==> src/include/dvi_macros.svh <==
// DVI video macros
// 640x480p60 raster periods from CEA-861D, counter and colour widths

`ifndef DVI_MACROS_SVH
`define DVI_MACROS_SVH

// --------------------------------------------------
// Horizontal periods, in pixels

`define DVI_H_ACTIVE 640
`define DVI_H_FRONT  16
`define DVI_H_SYNC   96
`define DVI_H_BACK   48

// --------------------------------------------------
// Vertical periods, in lines

`define DVI_V_ACTIVE 480
`define DVI_V_FRONT  10
`define DVI_V_SYNC   2
`define DVI_V_BACK   33

`define DVI_SYNC_POL 1'b0 // Both syncs negative

// --------------------------------------------------
// Widths

`define DVI_CTR_W   11 // Covers 800 pixels and 525 lines
`define DVI_COLOR_W 8

`endif

==> src/verilog/dvi_timing_pkg.sv <==
// DVI timing types
// Screen coordinates and raster phases shared by the timing path

package dvi_timing_pkg;

`include "dvi_macros.svh"

	// Screen coordinate or frame count
	typedef logic [`DVI_CTR_W-1:0] raster_ctr_t;

	// Phase order within a line or a frame
	// Encoding counts up so that phase + 1 is the next phase
	typedef enum logic [1:0] {
		PH_ACTIVE = 2'd0,
		PH_FRONT  = 2'd1,
		PH_SYNC   = 2'd2,
		PH_BACK   = 2'd3
	} raster_phase_e;

endpackage

==> src/verilog/tmds_pkg.sv <==
// TMDS symbol types
// Symbol views, running disparity and the four control codes

package tmds_pkg;

	// Data view of a symbol as the encoder builds it
	typedef struct packed {
		logic       invert;  // Bits 7:0 were inverted
		logic       use_xor; // 1 for XOR, 0 for XNOR
		logic [7:0] coded;
	} tmds_data_t;

	typedef union packed {
		logic [9:0] raw;     // Symbol as sent, bit 0 first
		tmds_data_t data;
	} tmds_word_u;

	// Ones minus zeros of all symbols sent so far
	typedef logic signed [4:0] disparity_t;

	// --------------------------------------------------
	// Control codes, indexed by {c1,c0}

	localparam logic [9:0] TMDS_CTRL_00 = 10'b1101010100;
	localparam logic [9:0] TMDS_CTRL_01 = 10'b0010101011;
	localparam logic [9:0] TMDS_CTRL_10 = 10'b0101010100;
	localparam logic [9:0] TMDS_CTRL_11 = 10'b1010101011;

	function automatic logic [9:0] tmds_ctrl_symbol(input logic [1:0] ctrl);
		case (ctrl)
			2'b00:   return TMDS_CTRL_00;
			2'b01:   return TMDS_CTRL_01;
			2'b10:   return TMDS_CTRL_10;
			default: return TMDS_CTRL_11;
		endcase
	endfunction

endpackage

==> src/verilog/dvi_timing_gen.sv <==
// DVI timing generator
// Horizontal and vertical raster counters with registered syncs and data enable

`timescale 1ns/100ps

`include "dvi_macros.svh"

module dvi_timing_gen (
	input  logic clk_dvi_pix,
	input  logic rst_n_dvi_pix,
	input  logic i_en,
	output logic o_de,
	output logic o_hsync,
	output logic o_vsync,
	output logic o_rgb_rdy
);

	import dvi_timing_pkg::*;

	raster_ctr_t   h_ctr;   // Position within the current h phase
	raster_ctr_t   v_ctr;   // Line within the current v phase
	raster_phase_e h_phase;
	raster_phase_e v_phase;
	raster_ctr_t   h_len;   // Current phase length minus one
	raster_ctr_t   v_len;
	logic          h_last;
	logic          v_last;
	logic          pix_active;

	// --------------------------------------------------
	// Phase lengths

	always_comb begin
		case (h_phase)
			PH_ACTIVE: h_len = raster_ctr_t'(`DVI_H_ACTIVE - 1);
			PH_FRONT:  h_len = raster_ctr_t'(`DVI_H_FRONT - 1);
			PH_SYNC:   h_len = raster_ctr_t'(`DVI_H_SYNC - 1);
			default:   h_len = raster_ctr_t'(`DVI_H_BACK - 1);
		endcase
		case (v_phase)
			PH_ACTIVE: v_len = raster_ctr_t'(`DVI_V_ACTIVE - 1);
			PH_FRONT:  v_len = raster_ctr_t'(`DVI_V_FRONT - 1);
			PH_SYNC:   v_len = raster_ctr_t'(`DVI_V_SYNC - 1);
			default:   v_len = raster_ctr_t'(`DVI_V_BACK - 1);
		endcase
	end

	assign h_last = (h_ctr == h_len);
	assign v_last = (v_ctr == v_len);

	// --------------------------------------------------
	// Raster counters, held while disabled

	always_ff @(posedge clk_dvi_pix or negedge rst_n_dvi_pix) begin
		if (!rst_n_dvi_pix) begin
			h_ctr   <= '0;
			v_ctr   <= '0;
			h_phase <= PH_ACTIVE;
			v_phase <= PH_ACTIVE;
		end else if (i_en) begin
			if (h_last) begin
				h_ctr   <= '0;
				h_phase <= raster_phase_e'(h_phase + 2'd1);
				if (h_phase == PH_BACK) begin // End of line
					if (v_last) begin
						v_ctr   <= '0;
						v_phase <= raster_phase_e'(v_phase + 2'd1);
					end else begin
						v_ctr <= v_ctr + 1'b1;
					end
				end
			end else begin
				h_ctr <= h_ctr + 1'b1;
			end
		end
	end

	// Pixel request leads the registered de by one cycle
	assign pix_active = i_en && (h_phase == PH_ACTIVE) && (v_phase == PH_ACTIVE);
	assign o_rgb_rdy  = pix_active;

	always_ff @(posedge clk_dvi_pix or negedge rst_n_dvi_pix) begin
		if (!rst_n_dvi_pix) begin
			o_de    <= 1'b0;
			o_hsync <= ~`DVI_SYNC_POL;
			o_vsync <= ~`DVI_SYNC_POL;
		end else begin
			o_de    <= pix_active;
			o_hsync <= (i_en && h_phase == PH_SYNC) ? `DVI_SYNC_POL : ~`DVI_SYNC_POL;
			o_vsync <= (i_en && v_phase == PH_SYNC) ? `DVI_SYNC_POL : ~`DVI_SYNC_POL;
		end
	end

endmodule

==> src/verilog/test_pattern_gen.sv <==
// Test pattern generator
// Moving colour pattern from active pixel, line and frame counters

`timescale 1ns/100ps

`include "dvi_macros.svh"

module test_pattern_gen (
	input  logic                    clk_dvi_pix,
	input  logic                    rst_n_dvi_pix,
	input  logic                    i_rgb_rdy,
	output logic [`DVI_COLOR_W-1:0] o_red,
	output logic [`DVI_COLOR_W-1:0] o_green,
	output logic [`DVI_COLOR_W-1:0] o_blue
);

	import dvi_timing_pkg::*;

	raster_ctr_t h_pix;
	raster_ctr_t v_line;
	raster_ctr_t frame;
	raster_ctr_t red_sum;
	raster_ctr_t green_sum;

	// Active position only, porches never reach here
	always_ff @(posedge clk_dvi_pix or negedge rst_n_dvi_pix) begin
		if (!rst_n_dvi_pix) begin
			h_pix  <= '0;
			v_line <= '0;
			frame  <= '0;
		end else if (i_rgb_rdy) begin
			if (h_pix == raster_ctr_t'(`DVI_H_ACTIVE - 1)) begin
				h_pix <= '0;
				if (v_line == raster_ctr_t'(`DVI_V_ACTIVE - 1)) begin
					v_line <= '0;
					frame  <= frame + 1'b1; // After last active pixel
				end else begin
					v_line <= v_line + 1'b1;
				end
			end else begin
				h_pix <= h_pix + 1'b1;
			end
		end
	end

	assign red_sum   = h_pix + frame;
	assign green_sum = v_line + frame;

	// Colours line up with the registered de
	always_ff @(posedge clk_dvi_pix) begin
		if (i_rgb_rdy) begin
			o_red   <= `DVI_COLOR_W'(red_sum << 2);
			o_green <= `DVI_COLOR_W'(green_sum << 2);
			o_blue  <= `DVI_COLOR_W'(frame);
		end
	end

endmodule

==> src/verilog/tmds_encoder.sv <==
// TMDS channel encoder
// 8b/10b DVI coding with running disparity, control codes during blanking

`timescale 1ns/100ps

module tmds_encoder (
	input  logic                clk_dvi_pix,
	input  logic                rst_n_dvi_pix,
	input  logic [7:0]          i_data,
	input  logic [1:0]          i_ctrl,
	input  logic                i_de,
	output tmds_pkg::tmds_word_u o_symbol
);

	import tmds_pkg::*;

	logic [3:0] n1_d;      // Ones in the input byte
	logic [3:0] n1_q;      // Ones after XOR/XNOR
	logic       use_xnor;
	logic [8:0] q_m;
	disparity_t q_bal;     // Ones minus zeros of q_m[7:0]
	disparity_t disparity;
	disparity_t disp_next;
	tmds_word_u word;

	// --------------------------------------------------
	// Transition minimising stage

	always_comb begin
		n1_d = '0;
		for (int i = 0; i < 8; i++)
			n1_d = n1_d + 4'(i_data[i]);
		use_xnor = (n1_d > 4'd4) || (n1_d == 4'd4 && !i_data[0]);

		q_m[0] = i_data[0];
		for (int i = 1; i < 8; i++)
			q_m[i] = use_xnor ? ~(q_m[i-1] ^ i_data[i]) : (q_m[i-1] ^ i_data[i]);
		q_m[8] = ~use_xnor;

		n1_q = '0;
		for (int i = 0; i < 8; i++)
			n1_q = n1_q + 4'(q_m[i]);
		q_bal = disparity_t'(2 * int'(n1_q) - 8);
	end

	// --------------------------------------------------
	// DC balancing stage

	always_comb begin
		word.data.use_xor = q_m[8];
		if (disparity == 0 || q_bal == 0) begin
			word.data.invert = ~q_m[8];
			word.data.coded  = q_m[8] ? q_m[7:0] : ~q_m[7:0];
			disp_next        = q_m[8] ? disparity + q_bal : disparity - q_bal;
		end else if ((disparity > 0 && q_bal > 0) || (disparity < 0 && q_bal < 0)) begin
			word.data.invert = 1'b1; // Pull back towards zero
			word.data.coded  = ~q_m[7:0];
			disp_next        = disparity + (q_m[8] ? 5'sd2 : 5'sd0) - q_bal;
		end else begin
			word.data.invert = 1'b0;
			word.data.coded  = q_m[7:0];
			disp_next        = disparity - (q_m[8] ? 5'sd0 : 5'sd2) + q_bal;
		end
	end

	always_ff @(posedge clk_dvi_pix or negedge rst_n_dvi_pix) begin
		if (!rst_n_dvi_pix) begin
			o_symbol.raw <= TMDS_CTRL_11; // Inactive negative syncs
			disparity    <= '0;
		end else if (i_de) begin
			o_symbol  <= word;
			disparity <= disp_next;
		end else begin
			o_symbol.raw <= tmds_ctrl_symbol(i_ctrl);
			disparity    <= '0; // Blanking restarts the balance
		end
	end

endmodule

==> src/verilog/dvi_tx_top.sv <==
// DVI transmitter top level
// Timing, test pattern and three TMDS encoders producing parallel symbols

`timescale 1ns/100ps

`include "dvi_macros.svh"

module dvi_tx_top (
	input  logic                 clk_dvi_pix,
	input  logic                 rst_n_dvi_pix,
	input  logic                 i_en,
	output tmds_pkg::tmds_word_u o_tmds0,
	output tmds_pkg::tmds_word_u o_tmds1,
	output tmds_pkg::tmds_word_u o_tmds2
);

	logic                    de;
	logic                    hsync;
	logic                    vsync;
	logic                    rgb_rdy;
	logic [`DVI_COLOR_W-1:0] red;
	logic [`DVI_COLOR_W-1:0] green;
	logic [`DVI_COLOR_W-1:0] blue;

	dvi_timing_gen u_timing (
		.clk_dvi_pix   (clk_dvi_pix),
		.rst_n_dvi_pix (rst_n_dvi_pix),
		.i_en          (i_en),
		.o_de          (de),
		.o_hsync       (hsync),
		.o_vsync       (vsync),
		.o_rgb_rdy     (rgb_rdy)
	);

	test_pattern_gen u_pattern (
		.clk_dvi_pix   (clk_dvi_pix),
		.rst_n_dvi_pix (rst_n_dvi_pix),
		.i_rgb_rdy     (rgb_rdy),
		.o_red         (red),
		.o_green       (green),
		.o_blue        (blue)
	);

	// --------------------------------------------------
	// Encoders, syncs ride on channel 0 only

	tmds_encoder u_enc0 (
		.clk_dvi_pix   (clk_dvi_pix),
		.rst_n_dvi_pix (rst_n_dvi_pix),
		.i_data        (blue),
		.i_ctrl        ({vsync, hsync}),
		.i_de          (de),
		.o_symbol      (o_tmds0)
	);

	tmds_encoder u_enc1 (
		.clk_dvi_pix   (clk_dvi_pix),
		.rst_n_dvi_pix (rst_n_dvi_pix),
		.i_data        (green),
		.i_ctrl        (2'b00),
		.i_de          (de),
		.o_symbol      (o_tmds1)
	);

	tmds_encoder u_enc2 (
		.clk_dvi_pix   (clk_dvi_pix),
		.rst_n_dvi_pix (rst_n_dvi_pix),
		.i_data        (red),
		.i_ctrl        (2'b00),
		.i_de          (de),
		.o_symbol      (o_tmds2)
	);

endmodule

==> config.mk <==
export PLATFORM = sky130hd
export DESIGN_NAME = dvi_tx_top
export DESIGN_NICKNAME = d
export VERILOG_FILES = /design/src/verilog/dvi_timing_pkg.sv /design/src/verilog/tmds_pkg.sv /design/src/verilog/dvi_timing_gen.sv /design/src/verilog/test_pattern_gen.sv /design/src/verilog/tmds_encoder.sv /design/src/verilog/dvi_tx_top.sv
export VERILOG_INCLUDE_DIRS = /design/src /design/src/include
export SDC_FILE = /design/constraint.sdc
export NUM_CORES = 1
export LEC_CHECK = 0
export CAP_MARGIN = 0
export CORE_MARGIN = 3
export CORE_UTILIZATION = 40
export CTS_CLUSTER_SIZE = 28
export DETAILED_ROUTE_END_ITERATION = 12
export DONT_BUFFER_PORTS = 1
export SYNTH_ARGS = -nofsm -noshare
export SYNTH_HDL_FRONTEND = slang
export SYNTH_SLANG_ARGS = --single-unit
export TNS_END_PERCENT = 30
==> constraint.sdc <==
create_clock -name clk_dvi_pix -period 11.55 [get_ports clk_dvi_pix]
set_clock_uncertainty 0.2 [all_clocks]
set_input_delay 1.155 -clock clk_dvi_pix [delete_from_list [all_inputs] [get_ports clk_dvi_pix]]
set_output_delay 1.155 -clock clk_dvi_pix [all_outputs]
set_load 0.1 [all_outputs]
; Yosys cells after proc, flatten, opt, wreduce, memory -nomap -nowiden
; Cells that the tools add are included.
[totals]
inputBits = 3
wordCells = 259
out_inout_bits = 30
reg_bits = 127
[classes]
reduce_logical = 35
n_addsub = 66
eq_ne = 14
mux = 66
bitwise = 44
order_cmp = 15
[ops]
columns = op, count
row1 = 32-bit logical NOT, 6
row2 = 4-bit by 1-bit adder with 4-bit output, 30
row3 = 8-bit 2-to-1 mux, 9
row4 = 5-bit 2-to-1 mux, 12
row5 = 10-bit case mux with 3 select lines, 2
row6 = "11-bit by 1-bit adder with 11-bit output, second input constant", 5
row7 = 11-bit 2-to-1 mux, 4
row8 = 5-bit adder, 6
row9 = "5-bit by 1-bit > comparator with 1-bit output, second input constant", 6
row10 = "5-bit by 1-bit < comparator with 1-bit output, second input constant", 6
row11 = 10-bit 2-to-1 mux, 3
row12 = 5-bit subtractor, 6
row13 = 1-bit 2-to-1 mux, 29
row14 = 9-bit case mux with 3 select lines, 1
row15 = 8-bit inverter, 3
row16 = 1-bit inverter, 22
row17 = 1-bit XOR, 19
row18 = 5-bit by 3-bit adder with 5-bit output, 3
row19 = 5-bit by 3-bit subtractor with 5-bit output, 3
row20 = "5-bit by 4-bit subtractor with 5-bit output, second input constant", 3
row21 = 1-bit by 1-bit adder with 2-bit output, 6
row22 = 6-bit adder, 2
row23 = "4-bit by 3-bit equality test with 1-bit output, second input constant", 3
row24 = "4-bit by 3-bit > comparator with 1-bit output, second input constant", 3
row25 = 15 further kinds, 48

; Depth between registers and ports, before layout
; Gate-level depths: netlist of run 1.
[logic_depth]
word_depth = 37
ltp_mapped = 28
ltp_nobuf = 27

; Cells and area by module
; A second synthesis of run 1 with hierarchy kept.
[hier_totals]
hier_cells = 915
area_unflattened_um2 = 9541.7
[by_module_without_submodules]
columns = mod, area_per_inst_um2, n_inst, cells_each
row1 = test_pattern_gen, 2532.4, 1, 211
row2 = tmds_encoder at u_enc0, 1830.5, 1, 189
row3 = tmds_encoder at u_enc2, 1770.4, 1, 175
row4 = tmds_encoder at u_enc1, 1757.9, 1, 174
row5 = dvi_timing_gen, 1646.6, 1, 165
row6 = dvi_tx_top, 3.8, 1, 1

; Worst setup path before layout of run 1
; OpenSTA, ideal clock, no wires.
[synth_path]
path_type = reg2reg
from = reg u_pattern.o_blue[0]
to = reg u_enc0.disparity[4]
t_required_ns = 11.229
period_less_slack_ns = 7.465
path_slack_ns = 4.085
setup_ns = 0.121
path_stages_with_launch = 29
arrival_ns = 7.144
cell_sequence = edfxtp_1 ha_1 inv_1 fa_1 fa_1 inv_1 fa_1 fa_1 nor3b_1 o22a_1 buf_4 xnor2_1 ha_1 inv_1 fa_1 inv_1 fa_1 fa_1 inv_1 fa_1 ha_1 a21o_1 inv_1 ha_1 nor2b_1 o21a_1 or3_1 a21oi_1 and4b_1
[synth_between]
elab_chain_cells = 37
elab_cells_between_ends = 60
cone_classes = add/sub (21) / order compare (3) / eq/ne (1) / mux (13) / bitwise (14) / reduce/logical (8)
[synth_lines]
columns = item, line_no
row1 = "start, declared", test_pattern_gen.sv:14  ; output logic [`DVI_COLOR_W-1:0] o_blue
row2 = "start signal, assigned", test_pattern_gen.sv:54  ; o_blue <= `DVI_COLOR_W'(frame);
row3 = branches (longest 35 deep; another with 4-bit by 1-bit adder with 4-bit output), -
row4 = 5-bit 2-to-1 mux *, tmds_encoder.sv:51  ; if (disparity == 0 || q_bal == 0) begin
row5 = 5-bit 2-to-1 mux *, tmds_encoder.sv:70  ; end else if (i_de) begin
row6 = "end signal, assigned", tmds_encoder.sv:72  ; disparity <= disp_next;
row7 = "end, declared", tmds_encoder.sv:22  ; disparity_t disparity;
; Every way passes the cells marked *.
; A chain may end at the register's enable or synchronous reset.

; Final worst setup path of run 1
[layout_path]
from = reg u_pattern.o_blue[0]
to = reg u_enc0.o_symbol[4] (netlist bit)
[layout_between]
elab_chain_cells = 37
elab_cells_between_ends = 53
cone_classes = add/sub (15) / order compare (3) / eq/ne (1) / mux (11) / bitwise (15) / reduce/logical (8)
[layout_lines]
columns = item, line_no
row1 = branches (longest 35 deep; another with 4-bit by 1-bit adder with 4-bit output), -
row2 = 8-bit 2-to-1 mux *, tmds_encoder.sv:51
row3 = 10-bit 2-to-1 mux *, tmds_encoder.sv:70
row4 = "end signal, assigned", tmds_encoder.sv:71  ; o_symbol <= word;
row5 = "end, declared", tmds_encoder.sv:12  ; output tmds_pkg::tmds_word_u o_symbol
; Marked as above.

==> results of run 1 <==
==> worst min path at each step <==
stage	startpoint	to	slack, ns
floorplan	u_timing.h_ctr[10]	u_timing.h_ctr[10]	0.23
global placement	u_timing.h_ctr[10]	u_timing.h_ctr[10]	0.25
detailed placement	u_timing.h_ctr[10]	u_timing.h_ctr[10]	0.25
CTS	rst_n_dvi_pix	u_enc1.disparity[2]	0.22
global route	rst_n_dvi_pix	u_enc2.disparity[4]	0.21
finish	rst_n_dvi_pix	u_enc2.disparity[4]	0.23
==> report_power, final <==
group	leakage, µW	internal [µW]	switching [µW]
registers	0.00144	453	48.6
clock network	0.000262	302	203
logic	0.00264	31.4	34.7
==> worst max-delay path, cell delays in order (launching register included) <==
cell	delay [ns]
edfxtp_1	0.45
ha_1	0.37
inv_1	0.11
fa_1	0.43
fa_1	0.49
inv_1	0.05
fa_1	0.40
fa_1	0.44
nor3b_1	0.19
o22a_1	0.53
xnor2_1	0.12
ha_1	0.28
inv_1	0.04
fa_1	0.47
inv_1	0.05
fa_1	0.47
fa_1	0.42
inv_1	0.08
fa_1	0.17
xor2_1	0.34
inv_1	0.14
ha_1	0.49
ha_1	0.27
inv_1	0.05
a32oi_1	0.38
a21boi_4	0.34
xor2_1	0.18
a21oi_1	0.08
==> area by class of cell <==
class	instances	area, µm²	share of cell area [%]
sequential	121	3150	33.3
clock buffer	19	443	4.68
tap	275	344	3.64
multi-input combinational	589	4960	52.5
clock inverter	13	121	1.28
inverter	112	420	4.44
timing repair buffer	2	15.0	0.159
==> cells by family (layout without fill, tap and decap cells) <==
group	Yosys count	count (layout)	share of synthesized area, %
flip-flops	121	121	36.6
buffers and inverters	127	146	5.75
AND/OR/NAND/NOR	190	190	11.7
multiplexers	12	12	1.42
adder cells (fa/ha/maj)	124	124	21.0
AO/OA/AOI/OAI	151	151	11.6
XOR/XNOR	112	112	12.0
==> routing by layer <==
| layer | global-route usage, % | vias to the layer above | wire length [µm] |
|---|---|---|---|
| met5 | 0 | - | 0 |
| met4 | 2.80 | 0 | 97 |
| met3 | 3.55 | 9 | 489 |
| met2 | 21.6 | 65 | 7170 |
| met1 | 21.3 | 2697 | 8300 |
| li1 | - | 2873 | - |
==> sequential cells by signal, indices dropped and copies added, names as in the netlist, 4 cells and up <==
| signal | flops |
|---|---|
| u_enc1.o_symbol | 10 |
| u_enc0.disparity | 4 |
| u_pattern.o_green | 6 |
| u_enc2.o_symbol | 10 |
| u_pattern.o_blue | 8 |
| u_enc1.disparity | 4 |
| u_pattern.v_line | 11 |
| u_enc0.o_symbol | 10 |
| u_timing.h_ctr | 11 |
| u_pattern.frame | 8 |
| u_timing.v_ctr | 11 |
| u_enc2.disparity | 4 |
| u_pattern.o_red | 6 |
| u_pattern.h_pix | 11 |
==> cells in the mapped netlist (all sizes together) (9+ instances only) <==
| cell type | number | share of area (%) |
|---|---|---|
| inv | 110 | 4.8 |
| ha | 90 | 13 |
| dfrtp | 81 | 24 |
| xnor2 | 80 | 8.1 |
| a21oi | 45 | 2.7 |
| nand2 | 43 | 1.9 |
| nor2 | 39 | 1.7 |
| fa | 34 | 7.9 |
| o21ai | 30 | 1.8 |
| xor2 | 29 | 3.0 |
| nand3 | 26 | 1.6 |
| a21o | 20 | 1.7 |
| dfstp | 20 | 6.1 |
| edfxtp | 20 | 7.0 |
| nand4 | 13 | 0.94 |
| a211oi | 12 | 1.0 |
| and3 | 12 | 0.90 |
| nor3 | 12 | 0.76 |
| or3 | 11 | 0.86 |
| mux2i | 10 | 1.2 |
| o22ai | 10 | 0.73 |
| clkbuf | 9 | 0.39 |
==> stage by stage <==
stage               power, µW  worst slack, ns  hold WS [ns]  instance area (µm²)
CTS                      1080             3.37         0.217                 9460
floorplan                 559             4.09         0.234                 8610
global route             1120             2.93         0.207                 9460
detailed placement        575             3.38         0.249                 8900
global placement          573             3.47         0.248                 8900
finish                   1070             3.37         0.233                 9460
==> results.tsv, run 1 <==
stage	metric	value	unit
worst_setup_path	end_kind	flop	
worst_setup_path	critical_path_required	11.63	ns
synthesis	ys_ff_latch	121	
floorplan	rows	53	
cells_and_area	n_fill_cell	1964	
sta	setup_viol	0	
synthesis	yosys_warnings	0	
sta	finalMaxSlewViolations	0	
worst_setup_path	path_class	reg2reg	
clock_network	hold_buffers	0	
sta	finalHoldViolations	0	
power_and_ir_drop	p_leak	0.00434	µW
worst_setup_path	worstPathMaxFanout	10	
synthesis	async_flop_share	83.5	%
sta	fin_crit_sh	70.8	%
grt	grt_pass1_wl	27.8	mm
floorplan	die_area	0.0233	mm²
worst_setup_path	reg2reg_from	u_pattern.o_blue[0]	
cells_and_area	final_common_cell	inv_1	
clock_network	cts_setup_buffers	0	
grt	track_usage	14.4	%
cells_and_area	antenna_cells	0	
sta	slew_headroom	40.9	%
sta	tightest_slew	0.887	ns
clock_network	cts_buffer_depth	2	
drt	first_pass_iters	4	
hold_path	min_path_type	in2async	
cells_and_area	syn2layout_area_growth	9.85	%
placed_design	dpl.hpwl	11.8	mm
cells_and_area	final_nets	970	
clock_network	cts_buffers	17	
cells_and_area	drive_above_1_share	9.11	%
grt	overflow	0	
clock_network	htreeDepth	4	
cells_and_area	fin_cells	1131	
drt	routed_via_density	4.99	
synthesis	synth_flop_cell	dfrtp_1	
drt	vias	5644	
floorplan	ioPinCount	33	
worst_setup_path	cp-endpoint	u_enc0.o_symbol[4]	
worst_setup_path	reg2regPathDepth	27	
clock_network	cts-root-buf	clkbuf_16	
synthesis	syn_avg_cell_area	10.3	µm²
floorplan	die_x	153	µm
worst_setup_path	cp-start-kind	flop	
run_status	status	finished clean	
placed_design	port_buffers	0	
synthesis	syn_area	0.00861	mm²
synthesis	synth_cell_type_count	72	
sta	min_period	8.18	ns
cells_and_area	final_cell_mix	inv_1 (108), ha_1 (90), dfrtp_1 (81), xnor2_1 (80)	
synthesis	syn_inst	837	
drt	drt_iter0_drc	279	
worst_setup_path	r2r-end	u_enc0.o_symbol[4]	
grt	antenna_found_initial	0	
drt	wl_per_cell	14.2	µm
clock_network	clock-sinks	121	
placed_design	dp_cells	1099	
sta	max_freq	0.122	GHz
run	cap_violations	0	
floorplan	start_util	40.8	%
synthesis	syn_nets	964	
clock_network	cts_tree	yes	
power_and_ir_drop	powerDensity	113	mW/mm²
floorplan	die_h	153	µm
drt	routed_wl	16.1	mm
grt	grt_max_degree	102	
grt	grt_pass1_vias	5472	
sta	rsz0062_at_grt	no	
drt	drc	0	
cells_and_area	fin_util	44.9	%
sta	timing.setup.tns	0	ns
drt	postRouteAntennaNets	0	
synthesis	ys_seq_area_share	36.6	%
synthesis	synth_edf_count	20	
clock_network	clkTransAtPathRegs	0.06	ns
power_and_ir_drop	ir_drop	0.0000777	V
worst_setup_path	ff2ff_setup_slack	3.37	ns
placed_design	gp_congestion	0.871	
floorplan	core_area	0.0211	mm²
clock_network	clk-insertion-delay-late	0.42	ns
worst_setup_path	cp-startpoint	u_pattern.o_blue[0]	
worst_setup_path	worstPathArrival	8.25	ns
clock_network	cts_resized	0	
No activity file was read; power rests on OpenSTA's default activity.
==> run 2: changes to the inputs <==
- ABC_AREA: unset -> 1
- clock period: 11.55 -> 8.37 ns (I/O delays scaled with it)
==> run 2 against run 1 <==
Compared with the run above: die area rose by 0.99%; via count rose by 10%; final cell count rose by 11%; synthesized cell count rose by 14%; critical path depth rose by 2; critical endpoint is now u_enc0.disparity[4]; largest cell class unchanged; non-clock buffer count rose by 6; power rose by 37%; maximum frequency rose by 4.5%; largest power group unchanged; routed wire length rose by 7.1%; sequential power rose by 29%; combinational power rose by 5.0%.
==> results.tsv, run 2 <==
stage	metric	value	unit	change
synthesis	synthAdderAreaFrac	20.8	%	-0.21 points
drt	postRouteAntennaNets	0		unchanged
cells_and_area	drive_above_1_share	10.4	%	+1.2 points
run	cap_violations	0		unchanged
clock_network	cts_buffer_depth	2		unchanged
synthesis	netlist.area_leader.share	23.3	%	-0.24 points
synthesis	synth_common_cells	inv_1 (162), nand2_1 (118), ha_1 (90)		
synthesis	syn_avg_cell_area	9.13	µm²	-11%
synthesis	ys_top_cells_by_area	dfrtp_1 (23%), ha_1 (13%), fa_1 (7.8%), inv_1 (7.0%), edfxtp_1 (6.9%)		
cells_and_area	fin_cells	1260		+11%
floorplan	die_x	153	µm	+0.49%
grt	grt_max_degree	82		-20%
synthesis	async_flop_share	83.5	%	unchanged
power_and_ir_drop	powerDensity	151	mW/mm²	+33%
floorplan	start_util	41.0	%	+0.16 points
grt	track_usage	15.6	%	+1.2 points
floorplan	rows	53		unchanged
worst_setup_path	cpPeakStageDelay	0.49	ns	-0.04 ns
run_status	status	finished clean		
synthesis	syn_nets	1080		+12%
clock_network	cts_tree	yes		
sta	setup_viol	0		unchanged
synthesis	synth_compound_area_share	10.0	%	-1.6 points
power_and_ir_drop	p_comb_share	4.7	%	-1.5 points
synthesis	synth_top_family_by_area	adder cells		
sta	tightest_slew	0.886	ns	-0.000966 ns
power_and_ir_drop	p_int	1130	µW	+44%
power_and_ir_drop	p_seq_share	44.2	%	-2.6 points
sta	timing.setup.tns	0	ns	unchanged
synthesis	ys_ff_latch	121		unchanged
worst_setup_path	crit_top_cell	fa_1		
cells_and_area	final_common_cell	inv_1		
worst_setup_path	path_delay_family	adder cells		
worst_setup_path	worstPathMaxFanout	8		-2
synthesis	ys_seq_area_share	36.2	%	-0.37 points
worst_setup_path	worstPathArrival	7.92	ns	-0.33 ns
sta	fin_crit_sh	93.5	%	+23 points
sta	finalHoldViolations	0		unchanged
placed_design	port_buffers	0		unchanged
floorplan	die_h	153	µm	+0.49%
clock_network	cts-root-buf	clkbuf_16		
sta	finalMaxSlewViolations	0		unchanged
drt	wl_per_cell	13.6	µm	-3.9%
synthesis	synth_flop_cell	dfrtp_1		
worst_setup_path	cp-start-kind	flop		
placed_design	dp_cells	1227		+12%
clock_network	clk-insertion-delay-late	0.42	ns	about the same
worst_setup_path	reg2regPathDepth	29		+7.4%
synthesis	synth_edf_count	20		unchanged
cells_and_area	antenna_cells	0		unchanged
sta	whs	0.0549	ns	-0.178 ns
drt	routed_wl	17.2	mm	+7.1%
synthesis	syn_area	0.00870	mm²	+1.0%
synthesis	yosysMostFrequentCell	inv_1		
drt	first_pass_iters	5		+1
worst_setup_path	end_kind	flop		
hold_path	min_path_type	in2async		
drt	drt_iter0_drc	288		+3.2%
drt	routed_via_density	4.94		-0.97%
synthesis	post-synth-top-area-cell	dfrtp_1		
placed_design	gp_congestion	0.877		+0.71%
drt	vias	6227		+10%
power_and_ir_drop	ir_drop	0.000105	V	+36%
clock_network	clkTransAtPathRegs	0.06	ns	about the same
sta	rsz0062_at_grt	no		
sta	slew_headroom	41.0	%	+0.064 points
drt	drc	0		unchanged
synthesis	yosys_warnings	0		unchanged
worst_setup_path	path_class	reg2reg		
worst_setup_path	cp_num_buf_inv	7		unchanged
sta	max_freq	0.128	GHz	+4.5%
power_and_ir_drop	swShare	22.7	%	-3.9 points
worst_setup_path	critPathSlowestCell	fa_1		
worst_setup_path	critical_path_required	8.46	ns	-3.17 ns
synthesis	syn_inst	953		+14%
floorplan	die_area	0.0236	mm²	+0.99%
cells_and_area	fin_util	45.8	%	+0.89 points
clock_network	clock-sinks	121		unchanged
placed_design	dpl.hpwl	12.7	mm	+8.1%
synthesis	synthMuxAreaShare	0	%	-1.4 points
synthesis	synth_cell_type_count	48		-33%
synthesis	synth-simple-area-share	16.4	%	+4.7 points
sta	min_period	7.83	ns	-0.349 ns
grt	grt_pass1_wl	30.3	mm	+9.0%
clock_network	cts_buffers	17		unchanged
grt	grt_pass1_vias	6248		+14%
worst_setup_path	crit_cells	29		+7.4%
grt	overflow	0		unchanged
cells_and_area	syn2layout_area_growth	11.6	%	
power_and_ir_drop	clkPwrFrac	51.1	%	+4.0 points
cells_and_area	final_cell_mix	inv_1 (162), nand2_1 (117), ha_1 (90), dfrtp_1 (81), o21ai_0 (64)		
power_and_ir_drop	p_switching	334	µW	+17%
cells_and_area	final_nets	1099		+13%
synthesis	synth-xor-area-share	8.87	%	-3.1 points
floorplan	ioPinCount	33		unchanged
power_and_ir_drop	p_leak	0.00484	µW	+12%
floorplan	core_area	0.0212	mm²	+0.63%
clock_network	htreeDepth	4		unchanged
grt	antenna_found_initial	0		unchanged
[run 2: changes by cell type in the layout (fill, tap and decap cells not counted), moves of 8 or more]
cell / previous run / this run
o22ai_1: 10 / 2
nor3_1: 11 / 21
nor2_1: 39 / 48
xor2_1: 28 / 56
nand2_2: 0 / 9
a21o_1: 20 / 2
and3_1: 10 / 0
nand3_1: 25 / 54
xnor2_1: 80 / 27
nand2_1: 43 / 117
mux2i_1: 10 / 0
inv_1: 108 / 162
or3_1: 10 / 0
o21ai_0: 28 / 64
[run 2: layer usage]
metal / vias to the layer above / global-route usage (%) / part of all wire [%]
li1: 3166 / - / -
met1: 2933 / 21.7 / 49
met2: 103 / 24.6 / 45
met3: 25 / 3.21 / 3.9
met4: 0 / 5.17 / 1.5
met5: - / 0 / 0
[run 2: repair_timing]
item                                    CTS  global route
endpoints found under the setup margin    0             4
hold buffers                              1             0
resized for setup                         0             4
hold endpoints to repair                 81             0
buffers inserted                          0             0
[run 2: logic make-up after synthesis]
| family | count (synthesis) |
|---|---|
| xor gates and xnor gates | 85 |
| adders and majority gates | 124 |
| DFF | 121 |
| and+or+nand+nor | 291 |
| AOI/OAI and AO/OA | 155 |
| buffers and inverters | 177 |
[run 2: cell type report]
type | instances | area, µm²
Clock buffer | 25 | 517
Clock inverter | 7 | 88.8
Fill cell | 2021 | 11500
Inverter | 169 | 637
Multi-Input combinational cell | 655 | 4890
Sequential cell | 121 | 3150
Tap cell | 275 | 344
Timing Repair Buffer | 8 | 80.1
[run 2: path summary, 6_finish.rpt]
check | to | slack, ns | from
max | u_enc0.disparity[4] | 0.54 | u_pattern.o_blue[0]
min | u_enc2.o_symbol[5] | 0.05 | rst_n_dvi_pix
max reg2reg | u_enc0.disparity[4] | 0.54 | u_pattern.o_blue[0]
min reg2reg | u_pattern.frame[7] | 0.26 | u_pattern.frame[7]
max in group asynchronous | u_pattern.v_line[5] | 7.47 | rst_n_dvi_pix
min in group clk_dvi_pix | u_timing.o_hsync | 0.26 | i_en
[run 2: per-stage QoR]
step / power, µW / area [µm²] / worst slack [ns]
detailed placement: 720 / 9070 / 0.342
CTS: 1490 / 9700 / 0.284
floorplan: 707 / 8700 / 0.847
global route: 1530 / 9710 / 0.00795
global placement: 718 / 9070 / 0.521
finish: 1470 / 9710 / 0.541
[run 2: power by group through the flow]
stage / Combinational, µW / Sequential, µW / Clock, µW
after global placement: 59.6 / 659 / 0
final: 69.4 / 649 / 749
after detailed placement: 60.7 / 659 / 0
after floorplan: 52.1 / 655 / 0
after CTS: 71.5 / 649 / 767
after global routing: 82.6 / 652 / 796
==> run 3: changes to the inputs <==
- CORE_UTILIZATION: 40 -> 55
- CTS_BUF_LIST: unset -> sky130_fd_sc_hd__clkbuf_4
- PLACE_DENSITY: unset -> 0.7
==> run 3 against run 2 <==
Compared with the run above: maximum frequency increased by 0.10%; critical endpoint is now u_enc0.o_symbol[2]; core utilization increased by 15 points; critical path depth increased by 4; count of clock-buffer cells in the layout decreased by 1; sequential cell count unchanged; design area decreased by 4.6%; hold slack improved by 0.063 ns; largest cell class unchanged.
==> results.tsv, run 3 (synthesis results as in run 2) <==
stage	metric	value	unit	change
grt	busiest_layer	met2		
floorplan	core_area	0.0153	mm²	-28%
clock_network	cts_tree	yes		
run_status	status	finished clean		
clock_network	cts_buffer_depth	2		unchanged
worst_setup_path	worstPathMaxFanout	13		+5
sta	tightest_slew	0.962	ns	+0.0766 ns
grt	grt_max_degree	102		+24%
placed_design	dpl.hpwl	12.6	mm	-1.3%
power_and_ir_drop	ir_drop	0.000141	V	+34%
floorplan	start_util	56.8	%	+16 points
cells_and_area	fin_cells	1198		-4.9%
drt	postRouteAntennaNets	0		unchanged
hold_path	worstHoldStart	i_en		
worst_setup_path	r2r-end	u_enc0.o_symbol[2]		
drt	vias	6302		+1.2%
worst_setup_path	crit_top_cell	fa_1		
worst_setup_path	end_kind	flop		
drt	routed_wl	16.6	mm	-3.2%
worst_setup_path	reg2reg_from	u_pattern.o_blue[0]		
power_and_ir_drop	p_leak	0.00469	µW	-3.2%
drt	wl_per_cell	13.9	µm	+1.8%
drt	drt_iter0_drc	305		+5.9%
worst_setup_path	cp-start-kind	flop		
worst_setup_path	cpPeakStageDelay	0.57	ns	+0.08 ns
grt	grt_pass1_wl	29.6	mm	-2.5%
clock_network	clk-insertion-delay-late	0.55	ns	+0.13 ns
worst_setup_path	critical_path_required	8.60	ns	+0.14 ns
clock_network	clkTransAtPathRegs	0.11	ns	+0.05 ns
grt	overflow	0		unchanged
hold_path	min_path_type	in2reg		
floorplan	rows	45		-15%
sta	min_period	7.82	ns	-0.00789 ns
sta	finalHoldViolations	0		unchanged
worst_setup_path	reg2regPathDepth	33		+14%
cells_and_area	final_common_cell	inv_1		
worst_setup_path	critPathSlowestCell	fa_1		
floorplan	die_x	132	µm	-14%
sta	finalMaxSlewViolations	0		unchanged
floorplan	die_area	0.0174	mm²	-26%
placed_design	dp_cells	1163		-5.2%
grt	antenna_found_initial	0		unchanged
cells_and_area	syn2layout_area_growth	6.43	%	
cells_and_area	finish.instance_area	0.00926	mm²	-4.6%
hold_path	min_path_cells	1		
placed_design	place_area	0.00899	mm²	-0.88%
worst_setup_path	worstPathArrival	8.05	ns	+0.13 ns
hold_path	hold_path_end	u_timing.o_vsync		
grt	grt_use_met3	4.66	%	+1.4 points
sta	slew_headroom	35.9	%	-5.1 points
sta	max_freq	0.128	GHz	+0.10%
grt	met2_usage	33.3	%	+8.8 points
sta	setup_viol	0		unchanged
placed_design	port_buffers	0		unchanged
clock_network	cts_buffers	17		unchanged
clock_network	clock-sinks	121		unchanged
sta	fin_crit_sh	93.4	%	-0.094 points
grt	use_met1	27.8	%	+6.1 points
floorplan	die_h	132	µm	-14%
placed_design	gp_congestion	0.930		+6.1%
cells_and_area	final_nets	1100		+0.091%
cells_and_area	final_cell_mix	inv_1 (162), nand2_1 (118), ha_1 (90), dfrtp_1 (81), o21ai_0 (64)		
worst_setup_path	cp-startpoint	u_pattern.o_blue[0]		
drt	drc	0		unchanged
worst_setup_path	ff2ff_setup_slack	0.55	ns	about the same
grt	grt_pass1_vias	6334		+1.4%
run	cap_violations	0		unchanged
worst_setup_path	path_class	reg2reg		
sta	rsz0062_at_grt	no		
drt	first_pass_iters	5		unchanged
cells_and_area	drive_above_1_share	10.3	%	-0.011 points
sta	timing.setup.tns	0	ns	unchanged
drt	routed_via_density	5.26		+6.4%
clock_network	htreeDepth	4		unchanged
clock_network	cts-root-buf	clkbuf_4		
floorplan	ioPinCount	33		unchanged
grt	track_usage	20.5	%	+4.9 points
power_and_ir_drop	powerDensity	117	mW/mm²	-23%
## run 3: cell count changes in the layout (fill, tap and decap cells not counted), sizes merged
cell and change:
dlygate4sd3 +1, clkinv +3, bufinv -2, clkbuf -1, inv +1, clkinvlp -1, diode +1
## run 3: repair_timing
action                                  in CTS  in global routing
endpoints found under the setup margin       0                  2
buffers inserted                             0                  0
hold buffers                                 2                  0
resized for setup                            0                  2
endpoints found under the hold margin      101                  0
## run 3: per-stage QoR
| stage | hold slack, ns | util [%] | worst slack (ns) | power (µW) |
|---|---|---|---|---|
| final | 0.118 | 60.5 | 0.549 | 1080 |
| after global routing | 0.0447 | 60.5 | 0.100 | 1140 |
| after CTS | 0.0605 | 60.4 | 0.474 | 1100 |
| after detailed placement | 0.262 | 58.7 | 0.497 | 720 |
| after global placement | 0.258 | 58.7 | 0.695 | 718 |
| after floorplan | 0.223 | - | 0.847 | 707 |
## run 3: how the worst max path moves through the flow
| stage | end | slack, ns | cells after the start |
|---|---|---|---|
| 6_report | u_enc0.o_symbol[2] | 0.55 | 33 |
| 5_1_grt | u_enc0.disparity[4] | 0.1 | 33 |
| 4_1_cts | u_enc0.disparity[4] | 0.47 | 33 |
| 3_5_place_dp | u_enc0.o_symbol[0] | 0.50 | 31 |
| 3_3_place_gp | u_enc0.o_symbol[0] | 0.70 | 31 |
| 2_1_floorplan | u_enc0.o_symbol[2] | 0.85 | 28 |
## run 3: area by class of cell
type | count | area (µm²)
inverter | 169 | 637
fill | 1370 | 6050
multi-input combinational | 655 | 4890
antenna | 1 | 2.50
clock inverter | 8 | 48.8
sequential | 121 | 3150
tap | 211 | 264
clock buffer | 24 | 180
timing repair buffer | 9 | 90.1
## run 3: power breakdown
group,internal (µW),switching [µW]
Combinational,27.4,45.1
Clock,139,221
Sequential,619,28.6
## run 3: layer usage
metal,vias to the layer above,share of wire (%)
met5,-,0
met4,0,1.1
met3,21,3.2
met2,115,48
met1,2995,48
li1,3171,-
## run 3: worst max-delay path, delay by kind of cell (launching register included)
family,cells,cell delay (ns)
buf+inv,7,0.95
flops,1,0.43
compound gates,5,0.78
simple gates,10,1.40
xor+xnor,1,0.13
fa+ha+maj,10,3.79
